File: config.mk
export PLATFORM = sky130hd
export DESIGN_NAME = inst_decoder
export DESIGN_NICKNAME = d
export VERILOG_FILES = /design/src/design/mmix_isa_pkg.sv /design/src/design/mmix_decode_pkg.sv /design/src/design/opcode_classifier.sv /design/src/design/operand_decoder.sv /design/src/design/stack_dispatch.sv /design/src/design/inst_decoder.sv
export SDC_FILE = /design/constraint.sdc
export NUM_CORES = 1
export LEC_CHECK = 0
export BUFFER_PORTS_ARGS = -buffer_cell sky130_fd_sc_hd__buf_4
export CAP_MARGIN = 20
export CORE_UTILIZATION = 30
export CTS_CLUSTER_DIAMETER = 80
export DETAILED_ROUTE_END_ITERATION = 6
export MAX_ROUTING_LAYER = met4
export REMOVE_ABC_BUFFERS = 1
export SLEW_MARGIN = 20
export SYNTH_ARGS = -nofsm -noshare
export SYNTH_HDL_FRONTEND = slang
export SYNTH_SLANG_ARGS = --single-unit
File: constraint.sdc
create_clock -name clk -period 3.4 [get_ports clk]
set_input_delay 0.17 -clock clk [delete_from_list [all_inputs] [get_ports clk]]
set_output_delay 0.17 -clock clk [all_outputs]
set_load 0.02 [all_outputs]
File: src/design/mmix_isa_pkg.sv
/*
 * MMIX opcode constants, internal operation codes and decode flag masks.
 * Only the opcodes that the front end classifies or emits get a constant here.
 * Flags are masks into one 8-bit word, so they combine with a plain OR.
 */
`default_nettype none

package mmix_isa_pkg;

	// opcode group bases, each names the first opcode of its row
	localparam logic [7:0] TRAP = 8'h00;
	localparam logic [7:0] ADD  = 8'h20;
	localparam logic [7:0] CMP  = 8'h30;  // CMP..NEGUI
	localparam logic [7:0] SL   = 8'h38;
	localparam logic [7:0] BN   = 8'h40;
	localparam logic [7:0] BNN  = 8'h48;
	localparam logic [7:0] PBN  = 8'h50;
	localparam logic [7:0] PBNN = 8'h58;
	localparam logic [7:0] LDB  = 8'h80;
	localparam logic [7:0] LDOU = 8'h8e;  // last row of plain loads
	localparam logic [7:0] GO   = 8'h9e;
	localparam logic [7:0] STB  = 8'ha0;
	localparam logic [7:0] STOU = 8'hae;  // also the op of an inserted spill
	localparam logic [7:0] STCO = 8'hb4;
	localparam logic [7:0] OR   = 8'hc0;
	localparam logic [7:0] AND  = 8'hc8;
	localparam logic [7:0] SETH = 8'he0;  // also the op of an inserted incrl
	localparam logic [7:0] ORH  = 8'he8;
	localparam logic [7:0] JMP  = 8'hf0;
	localparam logic [7:0] GETA = 8'hf4;
	localparam logic [7:0] TRIP = 8'hff;

	// operations as the execution units see them
	typedef enum logic [4:0] {
		trap,
		noop,
		add,
		addu,
		sub,
		subu,
		cmp,
		cmpu,
		shl,
		shlu,
		shr,
		shru,
		br,
		pbr,
		ld,
		st,
		go,
		or_,
		orn,
		nor_,
		xor_,
		and_,
		andn,
		nand_,
		nxor,
		set,
		jmp,
		incrl,     // inserted: make a marginal register local
		incgamma   // inserted: spill one ring slot to memory
	} internal_op_e;

	typedef logic [7:0] op_flags_t;

	localparam op_flags_t Z_IMM      = 8'h01;  // Z field is an immediate
	localparam op_flags_t Z_REG      = 8'h02;  // $Z is a source
	localparam op_flags_t Y_IMM      = 8'h04;  // Y field is an immediate
	localparam op_flags_t Y_REG      = 8'h08;  // $Y is a source
	localparam op_flags_t X_SRC      = 8'h10;  // $X is read
	localparam op_flags_t X_DEST     = 8'h20;  // $X is written
	localparam op_flags_t REL_ADDR   = 8'h40;  // YZ or XYZ is a relative offset
	localparam op_flags_t CTL_CHANGE = 8'h80;  // control flow leaves the sequence

endpackage

`default_nettype wire

File: src/design/mmix_decode_pkg.sv
/*
 * Decode-side structures: operand specs, renamed destination, stack pointers
 * and the control word. The local ring is fixed at 256 slots; ring slot
 * addresses wrap on that size.
 */
`default_nettype none

package mmix_decode_pkg;

	localparam int LRING_SIZE = 256;
	localparam int STACK_PTR_W = 62;  // S and O count octabytes
	localparam logic [STACK_PTR_W-1:0] LRING_MASK = STACK_PTR_W'(LRING_SIZE - 1);

	typedef enum logic [1:0] {
		src_none   = 2'd0,
		src_global = 2'd1,
		src_local  = 2'd2
	} src_kind_e;

	typedef struct packed {
		logic [63:0] o;     // value when already known
		src_kind_e   src;   // register file that holds it otherwise
		logic [7:0]  addr;
	} spec_t;

	typedef struct packed {
		logic       ren;  // X gets a fresh rename
		src_kind_e  src;
		logic [7:0] addr;
	} dest_t;

	typedef struct packed {
		logic [63:0] loc;
		logic [31:0] inst;
	} fetch_t;

	typedef struct packed {
		logic [7:0]             l;
		logic [STACK_PTR_W-1:0] s;  // gamma, oldest slot still in the ring
		logic [STACK_PTR_W-1:0] o;  // alpha, base of the current frame
	} stack_state_t;

	typedef struct packed {
		logic [63:0]                loc;
		logic [7:0]                 op;
		logic [7:0]                 xx;
		logic [7:0]                 yy;
		logic [7:0]                 zz;
		mmix_isa_pkg::internal_op_e i;
		spec_t                      y;
		spec_t                      z;
		spec_t                      b;
		dest_t                      x;
		logic                       interim;  // stack bookkeeping, not the program's own
		logic                       mem_x;    // result goes to memory
	} control_t;

	// ring slot of local register r in the frame based at o
	function automatic logic [7:0] ring_slot(input logic [STACK_PTR_W-1:0] o,
			input logic [7:0] r);
		logic [STACK_PTR_W-1:0] sum;
		sum = (o + STACK_PTR_W'(r)) & LRING_MASK;
		return sum[7:0];
	endfunction

	// register operand: global at or above G, ring slot below it
	function automatic spec_t reg_spec(input logic [7:0] r, input logic [7:0] g,
			input logic [STACK_PTR_W-1:0] o);
		spec_t s;
		s = '0;
		if (r >= g) begin
			s.src = src_global;
			s.addr = r;
		end else begin
			s.src = src_local;
			s.addr = ring_slot(o, r);
		end
		return s;
	endfunction

endpackage

`default_nettype wire

File: src/design/opcode_classifier.sv
/*
 * Opcode to internal operation and flag word, purely combinational.
 * Anything outside the supported rows comes out as trap with TRAP flags.
 * TRIP is a trap at user level and a no-op in the negative half of memory.
 */
`timescale 1ns/1ps
`default_nettype none

module opcode_classifier (
	input  logic [31:0]                inst,
	input  logic [63:0]                loc,
	output mmix_isa_pkg::internal_op_e i,
	output mmix_isa_pkg::op_flags_t    flags
);

	logic [7:0] op;
	logic supported;
	mmix_isa_pkg::internal_op_e op_i;
	mmix_isa_pkg::op_flags_t op_f;
	mmix_isa_pkg::op_flags_t z_f;     // odd opcodes carry Z as an immediate
	mmix_isa_pkg::op_flags_t trap_f;

	// four operations per row, picked by op[2:1]
	function automatic mmix_isa_pkg::internal_op_e pick4(input logic [1:0] sel,
			input mmix_isa_pkg::internal_op_e a, input mmix_isa_pkg::internal_op_e b,
			input mmix_isa_pkg::internal_op_e c, input mmix_isa_pkg::internal_op_e d);
		case (sel)
		2'd0: return a;
		2'd1: return b;
		2'd2: return c;
		default: return d;
		endcase
	endfunction

	assign op = inst[31:24];
	assign z_f = op[0] ? mmix_isa_pkg::Z_IMM : mmix_isa_pkg::Z_REG;
	assign trap_f = mmix_isa_pkg::CTL_CHANGE | mmix_isa_pkg::Y_REG | mmix_isa_pkg::Z_REG;

	always_comb begin
		supported = 1'b1;
		op_i = mmix_isa_pkg::trap;
		op_f = trap_f;
		case (op[7:3])
		mmix_isa_pkg::TRAP[7:3]: supported = (op == mmix_isa_pkg::TRAP);  // rest are floats
		mmix_isa_pkg::ADD[7:3]: begin
			op_i = pick4(op[2:1], mmix_isa_pkg::add, mmix_isa_pkg::addu,
				mmix_isa_pkg::sub, mmix_isa_pkg::subu);
			op_f = mmix_isa_pkg::X_DEST | mmix_isa_pkg::Y_REG | z_f;
		end
		mmix_isa_pkg::CMP[7:3]: begin
			op_i = pick4(op[2:1], mmix_isa_pkg::cmp, mmix_isa_pkg::cmpu,
				mmix_isa_pkg::sub, mmix_isa_pkg::subu);
			// NEG takes Y as an immediate minuend
			op_f = mmix_isa_pkg::X_DEST | z_f
				| (op[2] ? mmix_isa_pkg::Y_IMM : mmix_isa_pkg::Y_REG);
		end
		mmix_isa_pkg::SL[7:3]: begin
			op_i = pick4(op[2:1], mmix_isa_pkg::shl, mmix_isa_pkg::shlu,
				mmix_isa_pkg::shr, mmix_isa_pkg::shru);
			op_f = mmix_isa_pkg::X_DEST | mmix_isa_pkg::Y_REG | z_f;
		end
		mmix_isa_pkg::BN[7:3], mmix_isa_pkg::BNN[7:3]: begin
			op_i = mmix_isa_pkg::br;
			op_f = mmix_isa_pkg::REL_ADDR | mmix_isa_pkg::X_SRC;  // $X is the tested value
		end
		mmix_isa_pkg::PBN[7:3], mmix_isa_pkg::PBNN[7:3]: begin
			op_i = mmix_isa_pkg::pbr;
			op_f = mmix_isa_pkg::REL_ADDR | mmix_isa_pkg::X_SRC;
		end
		mmix_isa_pkg::LDB[7:3], mmix_isa_pkg::LDOU[7:3]: begin
			op_i = mmix_isa_pkg::ld;
			op_f = mmix_isa_pkg::X_DEST | mmix_isa_pkg::Y_REG | z_f;
		end
		mmix_isa_pkg::GO[7:3]: begin
			supported = (op[7:1] == mmix_isa_pkg::GO[7:1]);  // LDVTS, PRELD, PREGO are not
			op_i = mmix_isa_pkg::go;
			op_f = mmix_isa_pkg::CTL_CHANGE | mmix_isa_pkg::X_DEST | mmix_isa_pkg::Y_REG | z_f;
		end
		mmix_isa_pkg::STB[7:3], mmix_isa_pkg::STOU[7:3]: begin
			op_i = mmix_isa_pkg::st;
			op_f = mmix_isa_pkg::X_SRC | mmix_isa_pkg::Y_REG | z_f;
		end
		mmix_isa_pkg::STCO[7:3]: begin
			supported = (op[7:1] == mmix_isa_pkg::STCO[7:1]);
			op_i = mmix_isa_pkg::st;
			op_f = mmix_isa_pkg::Y_REG | z_f;  // X is a constant here
		end
		mmix_isa_pkg::OR[7:3]: begin
			op_i = pick4(op[2:1], mmix_isa_pkg::or_, mmix_isa_pkg::orn,
				mmix_isa_pkg::nor_, mmix_isa_pkg::xor_);
			op_f = mmix_isa_pkg::X_DEST | mmix_isa_pkg::Y_REG | z_f;
		end
		mmix_isa_pkg::AND[7:3]: begin
			op_i = pick4(op[2:1], mmix_isa_pkg::and_, mmix_isa_pkg::andn,
				mmix_isa_pkg::nand_, mmix_isa_pkg::nxor);
			op_f = mmix_isa_pkg::X_DEST | mmix_isa_pkg::Y_REG | z_f;
		end
		mmix_isa_pkg::SETH[7:3]: begin
			op_i = op[2] ? mmix_isa_pkg::addu : mmix_isa_pkg::set;  // INCx adds to $X
			op_f = op[2] ? (mmix_isa_pkg::X_DEST | mmix_isa_pkg::X_SRC) : mmix_isa_pkg::X_DEST;
		end
		mmix_isa_pkg::ORH[7:3]: begin
			op_i = op[2] ? mmix_isa_pkg::andn : mmix_isa_pkg::or_;
			op_f = mmix_isa_pkg::X_DEST | mmix_isa_pkg::X_SRC;
		end
		mmix_isa_pkg::JMP[7:3]: begin
			if (op[7:1] == mmix_isa_pkg::JMP[7:1]) begin
				op_i = mmix_isa_pkg::jmp;
				op_f = mmix_isa_pkg::CTL_CHANGE | mmix_isa_pkg::REL_ADDR;
			end else if (op[7:1] == mmix_isa_pkg::GETA[7:1]) begin
				op_i = mmix_isa_pkg::set;  // GETA just sets $X to the address
				op_f = mmix_isa_pkg::X_DEST | mmix_isa_pkg::REL_ADDR;
			end else begin
				supported = 1'b0;  // PUSHJ, PUT
			end
		end
		mmix_isa_pkg::TRIP[7:3]: begin
			supported = (op == mmix_isa_pkg::TRIP);
			if (loc[63]) begin
				op_i = mmix_isa_pkg::noop;
				op_f = '0;
			end
		end
		default: supported = 1'b0;
		endcase
	end

	assign i = supported ? op_i : mmix_isa_pkg::trap;
	assign flags = supported ? op_f : trap_f;

	// no row of the table may ask for Z both ways
	always_comb begin
		assert (!((flags & mmix_isa_pkg::Z_IMM) != '0 && (flags & mmix_isa_pkg::Z_REG) != '0))
			else $error("opcode %h flags Z as immediate and register", op);
	end

endmodule

`default_nettype wire

File: src/design/operand_decoder.sv
/*
 * Y and Z field resolution, combinational from the fetch and current O.
 * Relative offsets use the opcode's backward bit as the sign, as MMIX does.
 * For the wyde row, Z is the shifted YZ and Y names register X.
 */
`timescale 1ns/1ps
`default_nettype none

module operand_decoder (
	input  mmix_decode_pkg::fetch_t       fetch,
	input  logic [7:0]                    G,
	input  mmix_decode_pkg::stack_state_t state,
	input  mmix_isa_pkg::op_flags_t       flags,
	output mmix_decode_pkg::spec_t        y,
	output mmix_decode_pkg::spec_t        z
);

	logic [7:0] op;
	logic [7:0] xx;
	logic [7:0] yy;
	logic [7:0] zz;
	logic wyde;       // SETH..ANDNL
	logic rel_addr;
	logic [5:0] wyde_shift;

	assign op = fetch.inst[31:24];
	assign xx = fetch.inst[23:16];
	assign yy = fetch.inst[15:8];
	assign zz = fetch.inst[7:0];
	assign wyde = (op[7:4] == 4'he);
	assign rel_addr = (flags & mmix_isa_pkg::REL_ADDR) != '0;
	assign wyde_shift = {~op[1:0], 4'b0000};  // H 48, MH 32, ML 16, L 0

	always_comb begin
		y = '0;
		z = '0;
		if (rel_addr) begin
			y.o = fetch.loc + 64'd4;  // return point
			if (op[7:1] == mmix_isa_pkg::JMP[7:1])
				z.o = fetch.loc + {{38{op[0]}}, fetch.inst[23:0], 2'b00};  // XYZ tetras
			else
				z.o = fetch.loc + {{46{op[0]}}, fetch.inst[15:0], 2'b00};  // YZ tetras
		end else if (wyde) begin
			z.o = {48'd0, fetch.inst[15:0]} << wyde_shift;
			y = mmix_decode_pkg::reg_spec(xx, G, state.o);
		end else begin
			// Z first
			if ((flags & mmix_isa_pkg::Z_IMM) != '0)
				z.o = {56'd0, zz};
			else if ((flags & mmix_isa_pkg::Z_REG) != '0)
				z = mmix_decode_pkg::reg_spec(zz, G, state.o);

			if ((flags & mmix_isa_pkg::Y_IMM) != '0)
				y.o = {56'd0, yy};  // NEG minuend
			else if ((flags & mmix_isa_pkg::Y_REG) != '0)
				y = mmix_decode_pkg::reg_spec(yy, G, state.o);
		end
	end

endmodule

`default_nettype wire

File: src/design/stack_dispatch.sv
/*
 * Register stack state, X renaming and stack instruction insertion.
 * While X is marginal the fetch must hold still; one incrl or incgamma is
 * emitted per edge until X becomes local. Control word leaves one cycle later.
 */
`timescale 1ns/1ps
`default_nettype none

module stack_dispatch (
	input  logic                          clk,
	input  logic                          arst_n,
	input  logic                          fetch_valid,
	input  mmix_decode_pkg::fetch_t       fetch,
	input  logic [7:0]                    G,
	input  mmix_isa_pkg::internal_op_e    i,
	input  mmix_isa_pkg::op_flags_t       flags,
	input  mmix_decode_pkg::spec_t        y,
	input  mmix_decode_pkg::spec_t        z,
	output mmix_decode_pkg::stack_state_t state,
	output logic                          stall,
	output logic                          ctl_valid,
	output mmix_decode_pkg::control_t     ctl
);

	logic [7:0] xx;
	logic x_dest;
	logic x_src;
	logic x_named;    // X already lives in a register file
	logic marginal;   // L <= X < G
	logic ring_full;
	logic [mmix_decode_pkg::STACK_PTR_W-1:0] gap;
	mmix_decode_pkg::spec_t x_spec;
	mmix_decode_pkg::control_t nxt;
	mmix_decode_pkg::stack_state_t state_nxt;

	assign xx = fetch.inst[23:16];
	assign x_dest = (flags & mmix_isa_pkg::X_DEST) != '0;
	assign x_src = (flags & mmix_isa_pkg::X_SRC) != '0;
	assign x_named = (xx >= G) || (xx < state.l);
	assign marginal = x_dest && !x_named;
	assign stall = fetch_valid && marginal;

	// free slots left in the ring, zero means one more local would overwrite gamma
	assign gap = state.s - state.o - mmix_decode_pkg::STACK_PTR_W'(state.l)
		- mmix_decode_pkg::STACK_PTR_W'(1);
	assign ring_full = (gap & mmix_decode_pkg::LRING_MASK) == '0;

	assign x_spec = mmix_decode_pkg::reg_spec(xx, G, state.o);

	always_comb begin
		nxt = '0;
		nxt.loc = fetch.loc;
		{nxt.op, nxt.xx, nxt.yy, nxt.zz} = fetch.inst;
		state_nxt = state;
		if (marginal) begin
			nxt.interim = 1'b1;
			if (ring_full) begin
				// store the slot at gamma, then gamma moves up
				nxt.i = mmix_isa_pkg::incgamma;
				nxt.op = mmix_isa_pkg::STOU;
				nxt.y.o = 64'(state.s);
				nxt.mem_x = 1'b1;
				state_nxt.s = state.s + 1'b1;
			end else begin
				nxt.i = mmix_isa_pkg::incrl;
				nxt.op = mmix_isa_pkg::SETH;  // simplest unit clears the new local
				nxt.x.ren = 1'b1;
				nxt.x.src = mmix_decode_pkg::src_local;
				nxt.x.addr = mmix_decode_pkg::ring_slot(state.o, state.l);
				state_nxt.l = state.l + 8'd1;
			end
		end else begin
			nxt.i = i;
			nxt.y = y;
			nxt.z = z;
			if (x_dest) begin  // not marginal, so global or below L
				nxt.x.ren = 1'b1;
				nxt.x.src = x_spec.src;
				nxt.x.addr = x_spec.addr;
			end
			if (x_src && x_named)
				nxt.b = x_spec;
			else if (nxt.op[7:1] == mmix_isa_pkg::STCO[7:1])
				nxt.b.o = {56'd0, xx};  // STCO stores the X field itself
		end
	end

	always_ff @(posedge clk or negedge arst_n) begin
		if (!arst_n) begin
			state <= '0;
			ctl_valid <= 1'b0;
		end else begin
			ctl_valid <= fetch_valid;  // one word per accepted edge
			if (fetch_valid)
				state <= state_nxt;
		end
	end

	always_ff @(posedge clk) begin
		if (fetch_valid)
			ctl <= nxt;
	end

	// an accepted incrl only claims registers below G
	assert property (@(posedge clk) disable iff (!arst_n)
		fetch_valid && marginal && !ring_full |=> state.l <= $past(G))
		else $error("L grew past G after incrl");

	assert property (@(posedge clk) !arst_n |=> !ctl_valid)
		else $error("ctl_valid right after a reset cycle");

endmodule

`default_nettype wire

File: src/design/inst_decoder.sv
/*
 * Register-stack front end of the dispatch stage.
 * G must hold while fetch_valid is high, and fetch must hold while stall is high.
 * No back-pressure from the output side; ctl is valid for one cycle only.
 */
`timescale 1ns/1ps
`default_nettype none

module inst_decoder (
	input  logic                          clk,
	input  logic                          arst_n,
	input  logic                          fetch_valid,
	input  mmix_decode_pkg::fetch_t       fetch,
	input  logic [7:0]                    G,
	output logic                          stall,
	output logic                          ctl_valid,
	output mmix_decode_pkg::control_t     ctl,
	output mmix_decode_pkg::stack_state_t state
);

	mmix_isa_pkg::internal_op_e i;
	mmix_isa_pkg::op_flags_t flags;
	mmix_decode_pkg::spec_t y;
	mmix_decode_pkg::spec_t z;

	opcode_classifier u_classifier (
		.inst  (fetch.inst),
		.loc   (fetch.loc),
		.i     (i),
		.flags (flags)
	);

	// operands see the state before this edge's update
	operand_decoder u_operands (
		.fetch (fetch),
		.G     (G),
		.state (state),
		.flags (flags),
		.y     (y),
		.z     (z)
	);

	stack_dispatch u_dispatch (
		.clk         (clk),
		.arst_n      (arst_n),
		.fetch_valid (fetch_valid),
		.fetch       (fetch),
		.G           (G),
		.i           (i),
		.flags       (flags),
		.y           (y),
		.z           (z),
		.state       (state),
		.stall       (stall),
		.ctl_valid   (ctl_valid),
		.ctl         (ctl)
	);

endmodule

`default_nettype wire

# Yosys cells after proc, flatten, opt, wreduce, memory -nomap -nowiden
# Index checks and enable logic that the tools add are counted.
# Widths: inputs -> output; s select.
# word_totals
register_bits	407
out_inout_bits	470
wordCells	138
# classes
add_sub_neg	7
n_lt_le_gt_ge	4
eq_ne	27
shifts	1
n_mux	45
bitwise	6
n_reduce_logical	24
# ops
op	count
$mux 64	4
$add 64x64->64	2
$mux 74	1
$pmux 5 s14	1
$pmux 7 s10	1
$mux 69	1
$add 64x3->64 const B	1
$shl 16x6->64	1
$add 62x1->62 const B	1
$logic_not 62->1	1
$mux 62	1
$eq 5x5->1 const B	12
$mux 10	5
$mux 11	3
$eq 7x7->1 const B	4
$mux 7	4
$mux 5	5
$ge 8x8->1	3
$mux 8	3
$eq 5x4->1 const B	4
$pmux 3 s3	2
$eq 5x3->1 const B	3
$reduce_or 15->1	1
$reduce_or 2->1	7
other kinds (29)	43

# Logic depth before layout (Yosys ltp)
# logic_depth
ltp_word	10
mapped_depth	17
ltp_nobuf	15

# Hierarchy
# A second synthesis with hierarchy kept.
# hier_totals
hier_cells	2348
hier_area_um2	23418.7
# by_module_without_submodules
module	n_inst	cells_each	area_each_um2
stack_dispatch	1	1052	15044.4
operand_decoder	1	1160	7573.5
opcode_classifier	1	136	800.8

# Worst setup path after synthesis
# No wires, ideal clock.
# synth_path
path_type	input to register
from	in fetch[26] in the netlist's numbering
to	reg, netlist name u_dispatch.ctl[153]
t_arrival_ps	3590
setup_slack_ps	-469
path_stages	17
cell_sequence	clkbuf_1 -> inv_1 -> ha_1 -> and4_1 -> clkbuf_1 -> nor2_1 -> a21o_1 -> ha_1 -> a21o_1 -> a21o_1 -> a221oi_1 -> and3b_1 -> a41oi_1 -> o31ai_1 -> o31a_1 -> o41ai_1 -> a311oi_1
# synth_between
elab_chain_cells	6
elab_cells_between_ends	16
# synth_rtl
element	line	rtl
start, declared	inst_decoder.sv:13	input mmix_decode_pkg::fetch_t fetch,
$eq 7x7->1	opcode_classifier.sv:110	end else if (op[7:1] == mmix_isa_pkg::GETA[7:1]) begin
$mux 7 or $mux 1 (tied branches)	opcode_classifier.sv:110	
$mux 7 or $mux 1 (tied branches)	opcode_classifier.sv:107	if (op[7:1] == mmix_isa_pkg::JMP[7:1]) begin
$pmux 7 s10 or $pmux 1 s6 (tied branches)	opcode_classifier.sv:43	case (op[7:3])
$mux 7	opcode_classifier.sv:129	assign flags = supported ? op_f : trap_f;
$mux 64 or $logic_and 1x1->1 (tied branches)	operand_decoder.sv:37, stack_dispatch.sv:40	
# Several ways; a longest one is shown, not always the timed one.
# A chain may end at the register's enable or synchronous reset.

# Worst setup path in the final report
# layout_path
from	reg, netlist name u_dispatch.state[63]
to	reg, netlist name u_dispatch.state[90]
# layout_between
elab_chain_cells	4
elab_cells_between_ends	5
# layout_rtl
element	line	rtl
$sub 8x8->8	stack_dispatch.sv:44	assign gap = state.s - state.o - mmix_decode_pkg::STACK_PTR_W'(state.l)
$sub 8x1->8	stack_dispatch.sv:45	- mmix_decode_pkg::STACK_PTR_W'(1);
$logic_not 62->1	stack_dispatch.sv:46	assign ring_full = (gap & mmix_decode_pkg::LRING_MASK) == '0;
$reduce_and 3->1 (no source line)	--	
# Several ways; a longest one is shown, not always the timed one.

==> impl_results.rst <==
.. list-table::
   :header-rows: 1

   * - Metric
     - Value
   * - Cell area after technology mapping
     - 21,400 sq um
   * - Fin Clk Skew
     - 0.0166 ns
   * - Outcome
     - finished, final reports clean
   * - Seq cells post-synth
     - 351
   * - Post-synthesis area per instance
     - 10.2 sq um
   * - Vias per cell
     - 5.16
   * - Class of the most critical hold timing path
     - in -> reg
   * - Unique cell type count in the Yosys netlist
     - 86
   * - Count of routing violations after the opening detailed-route iteration
     - 1,635
   * - Path type of the worst setup path
     - reg -> reg
   * - Primary flip-flop cell chosen by synthesis mapping
     - edfxtp_1
   * - Number of iterations in the first detailed-routing pass
     - 7
   * - Normalized max-slew margin
     - 42.0%
   * - Maximum number of buffers from clock root to sink
     - 3
   * - Async set-reset flop share out of synthesis
     - 20.2%
   * - Height of the die
     - 269 um
   * - CTS root buf
     - clkbuf_16
   * - Worst-case setup margin in the final layout
     - 0.0786 ns
   * - Maximum number of pins on one net before global-route repair
     - 128
   * - Post-layout min period
     - 3.32 ns
   * - Setup repair after global routing missed its margin
     - no
   * - Skew-Pair Late Insertion Delay
     - 0.58 ns
   * - Maximum vdd ir drop
     - 390 uV
   * - Summed negative setup slack over all endpoints
     - 0 ns
   * - Initial Util
     - 30.5%
   * - Worst path arrival time
     - 3.77 ns
   * - Cell area power density
     - 444 nW/um^2
   * - Routed wire length
     - 91,000 um
   * - Number of cell instances on the worst register-to-register path
     - 12
   * - Site row count
     - 97
   * - Sink Count
     - 351
   * - Num ports
     - 577
   * - Overall overflow remaining after global route
     - 0
   * - Depth of the worst hold-timing path
     - 2
   * - Die Outline Area
     - 72,400 sq um
   * - Final cell count without fillers
     - 3,793
   * - Startpoint type of the worst setup path
     - flop
   * - Final RePlAce weighted congestion
     - 0.932
   * - Sequential share of the synthesized area
     - 47.6%
   * - Placed cell count
     - 3,631
   * - Share of the clock period used by the worst path
     - 97.7%
   * - H-tree Lvls
     - 2
   * - Placed Area
     - 27,000 sq um
   * - Critical-path maximum fanout
     - 6
   * - Tightest Pin Transition
     - 0.870 ns
   * - CTS buffer count
     - 45
   * - Count of flip-flops with a built-in enable after synthesis
     - 280
   * - Net total in the final layout
     - 3,030
   * - Finished layout cell area
     - 29,400 sq um
   * - Critical path required time
     - 3.85 ns
   * - Share of layout cells above drive strength 1
     - 28.0%
   * - Wire length of the first global-routing pass
     - 132,000 um
   * - Placeable core region
     - 70,300 sq um
   * - Leak pwr
     - 13.0 nW
   * - Worst slack after detailed placement
     - -0.767 ns
   * - Remaining antenna violation count after routing
     - 0
   * - IO buf count
     - 458
   * - CTS tree
     - done
   * - Total power after layout
     - 13.1 mW
   * - Via count of the first global-routing pass
     - 19,100
   * - Hpwl dp
     - 70,300 um
   * - GR Util All Layers
     - 25.1%
   * - Number of setup violations in the final report
     - 0
   * - Clock transition at path regs
     - 0.06 ns
   * - Number of antenna violations at the first check in global routing
     - 7
   * - Slew Limit Fails
     - 0
   * - Number of remaining DRC errors
     - 0
   * - Total number of yosys warnings
     - 0
   * - Tightest hold margin
     - 0.0559 ns
   * - Count of endpoints failing hold in the final timing report
     - 0
   * - Die W
     - 269 um
   * - Highest clock frequency the design can meet
     - 301 MHz
   * - Total of max-cap violations
     - 0
   * - Cells after Synth
     - 2,104
   * - Critical path capture point type
     - flop
   * - Wirelength per Cell
     - 24.0 um
   * - Vias after detailed routing
     - 19,600
   * - Syn-to-layout area delta
     - 37.2%
   * - Core utilization of the finished layout
     - 41.8%
-- worst max-delay path, cell delays in order (launching register included) --
cell and delay (ns):
dfrtp_2 0.46, ha_1 0.31, a21o_1 0.19, a21oi_2 0.19
xnor2_1 0.09, nor4_1 0.21, buf_4 0.18, nand4_1 0.24
or4_4 0.54, nor4_4 0.36, buf_4 0.19, nand3_1 0.09
xnor2_1 0.14
-- registers in the layout, indices dropped and copies added (netlist names) --
name	flops
u_dispatch.state	70
u_dispatch.ctl_valid	1
u_dispatch.ctl	280
-- kinds of logic after synthesis --
group | Yosys count | share of synthesized area [%]
simple gates | 670 | 15.7
compound gates | 516 | 15.6
flops | 351 | 47.6
buf+inv | 266 | 6.87
xor+xnor | 184 | 7.53
fa+ha+maj | 112 | 6.61
mux | 4 | 0.193
other cells | 1 | 0.0175
-- area by class of cell --
cell class | count | area, sq um
multi-input cells | 1604 | 10300
inverters | 63 | 239
flip-flops and latches | 351 | 10200
fillers | 6699 | 40900
repair buffers | 746 | 5890
clock buffers | 55 | 1220
diodes | 6 | 15.0
well taps | 940 | 1180
clock inverters | 28 | 340
-- cells in the final DEF, fill, tap and decap left out, types with 7 or more instances in the layout --
cell type      count
o21ai_1           13
nor3_1            35
o21ai_0          104
o211ai_1          12
o22ai_1           13
nor4_1            21
a22o_1             8
and3_1            41
xor2_1            94
inv_1             61
nand2b_1          20
a21o_1            81
dlygate4sd3_1     72
a21oi_1          116
nand4_1           48
o21bai_1          15
a31oi_1           30
buf_4            665
clkbuf_16         47
edfxtp_1         280
xnor2_1           90
clkbuf_1           7
ha_1             110
o31ai_1            7
nor2_1           134
nand3_1           76
nand2_1          197
dfrtp_1           70
and4_1             9
nor2b_1            9
clkinv_1           7
buf_12             8
o21a_1             8
a22oi_1           45
and2_1            36
bufinv_16          7
conb_1           118
-- cell usage after synthesis (3+ instances only) --
cell | instances | area, sq um
a211oi_1 | 8 | 60.1
a21o_1 | 81 | 608
a21oi_1 | 120 | 601
a221oi_1 | 6 | 52.6
a22o_1 | 8 | 70.1
a22oi_1 | 45 | 338
a31oi_1 | 30 | 188
a32o_1 | 3 | 30.0
and2_1 | 37 | 231
and3_1 | 41 | 257
and4_1 | 10 | 87.6
buf_1 | 6 | 22.5
buf_2 | 11 | 55.1
buf_4 | 120 | 901
clkbuf_1 | 65 | 244
dfrtp_1 | 71 | 1780
edfxtp_1 | 280 | 8410
ha_1 | 110 | 1380
inv_1 | 62 | 233
mux2i_1 | 3 | 30.0
nand2_1 | 198 | 743
nand2b_1 | 20 | 125
nand3_1 | 76 | 380
nand4_1 | 48 | 300
nor2_1 | 135 | 507
nor2b_1 | 9 | 56.3
nor3_1 | 38 | 190
nor3_2 | 3 | 30.0
nor4_1 | 22 | 138
o211ai_1 | 12 | 90.1
o21a_1 | 9 | 67.6
o21ai_0 | 109 | 546
o21ai_1 | 8 | 40.0
o21bai_1 | 15 | 113
o221ai_1 | 6 | 52.6
o22ai_1 | 13 | 81.3
o31ai_1 | 8 | 60.1
o41ai_1 | 3 | 26.3
or2_2 | 3 | 18.8
or3_1 | 7 | 43.8
xnor2_1 | 90 | 788
xor2_1 | 94 | 823
-- routing by layer --
layer	GRT usage (%)	share of wire (%)	vias to the layer above
met3	4.03	6.7	137
met5	-	0	-
li1	-	-	8925
met4	7.25	2.8	0
met1	31.0	41	9588
met2	42.2	49	910
-- worst paths after layout --
path / from / endpoint / slack, ns
worst min-delay path: fetch[23] / u_dispatch.ctl[30] / 0.06
worst min register to register: u_dispatch.state[80] / u_dispatch.state[80] / 0.51
worst max-delay path: u_dispatch.state[63] / u_dispatch.state[90] / 0.08
worst max register to register: u_dispatch.state[63] / u_dispatch.state[90] / 0.08
min in group asynchronous: arst_n / u_dispatch.state[102] / 0.20
max in group asynchronous: arst_n / u_dispatch.state[113] / 2.39
-- power by group --
group	total, mW	internal [mW]	leakage (nW)	switching, mW
Clock	5.07	3.09	0.756	1.98
Sequential	5.02	4.92	3.83	0.102
Combinational	2.96	1.15	8.43	1.82
-- timing repair --
action | CTS | global route
endpoints found under the hold margin | 149 | 0
pin swaps | 0 | 4
setup endpoints to repair | 7 | 48
buffers inserted | 0 | 1
hold buffers | 72 | 0
gates resized for setup | 4 | 29
(Power assumes the default switching activity.)
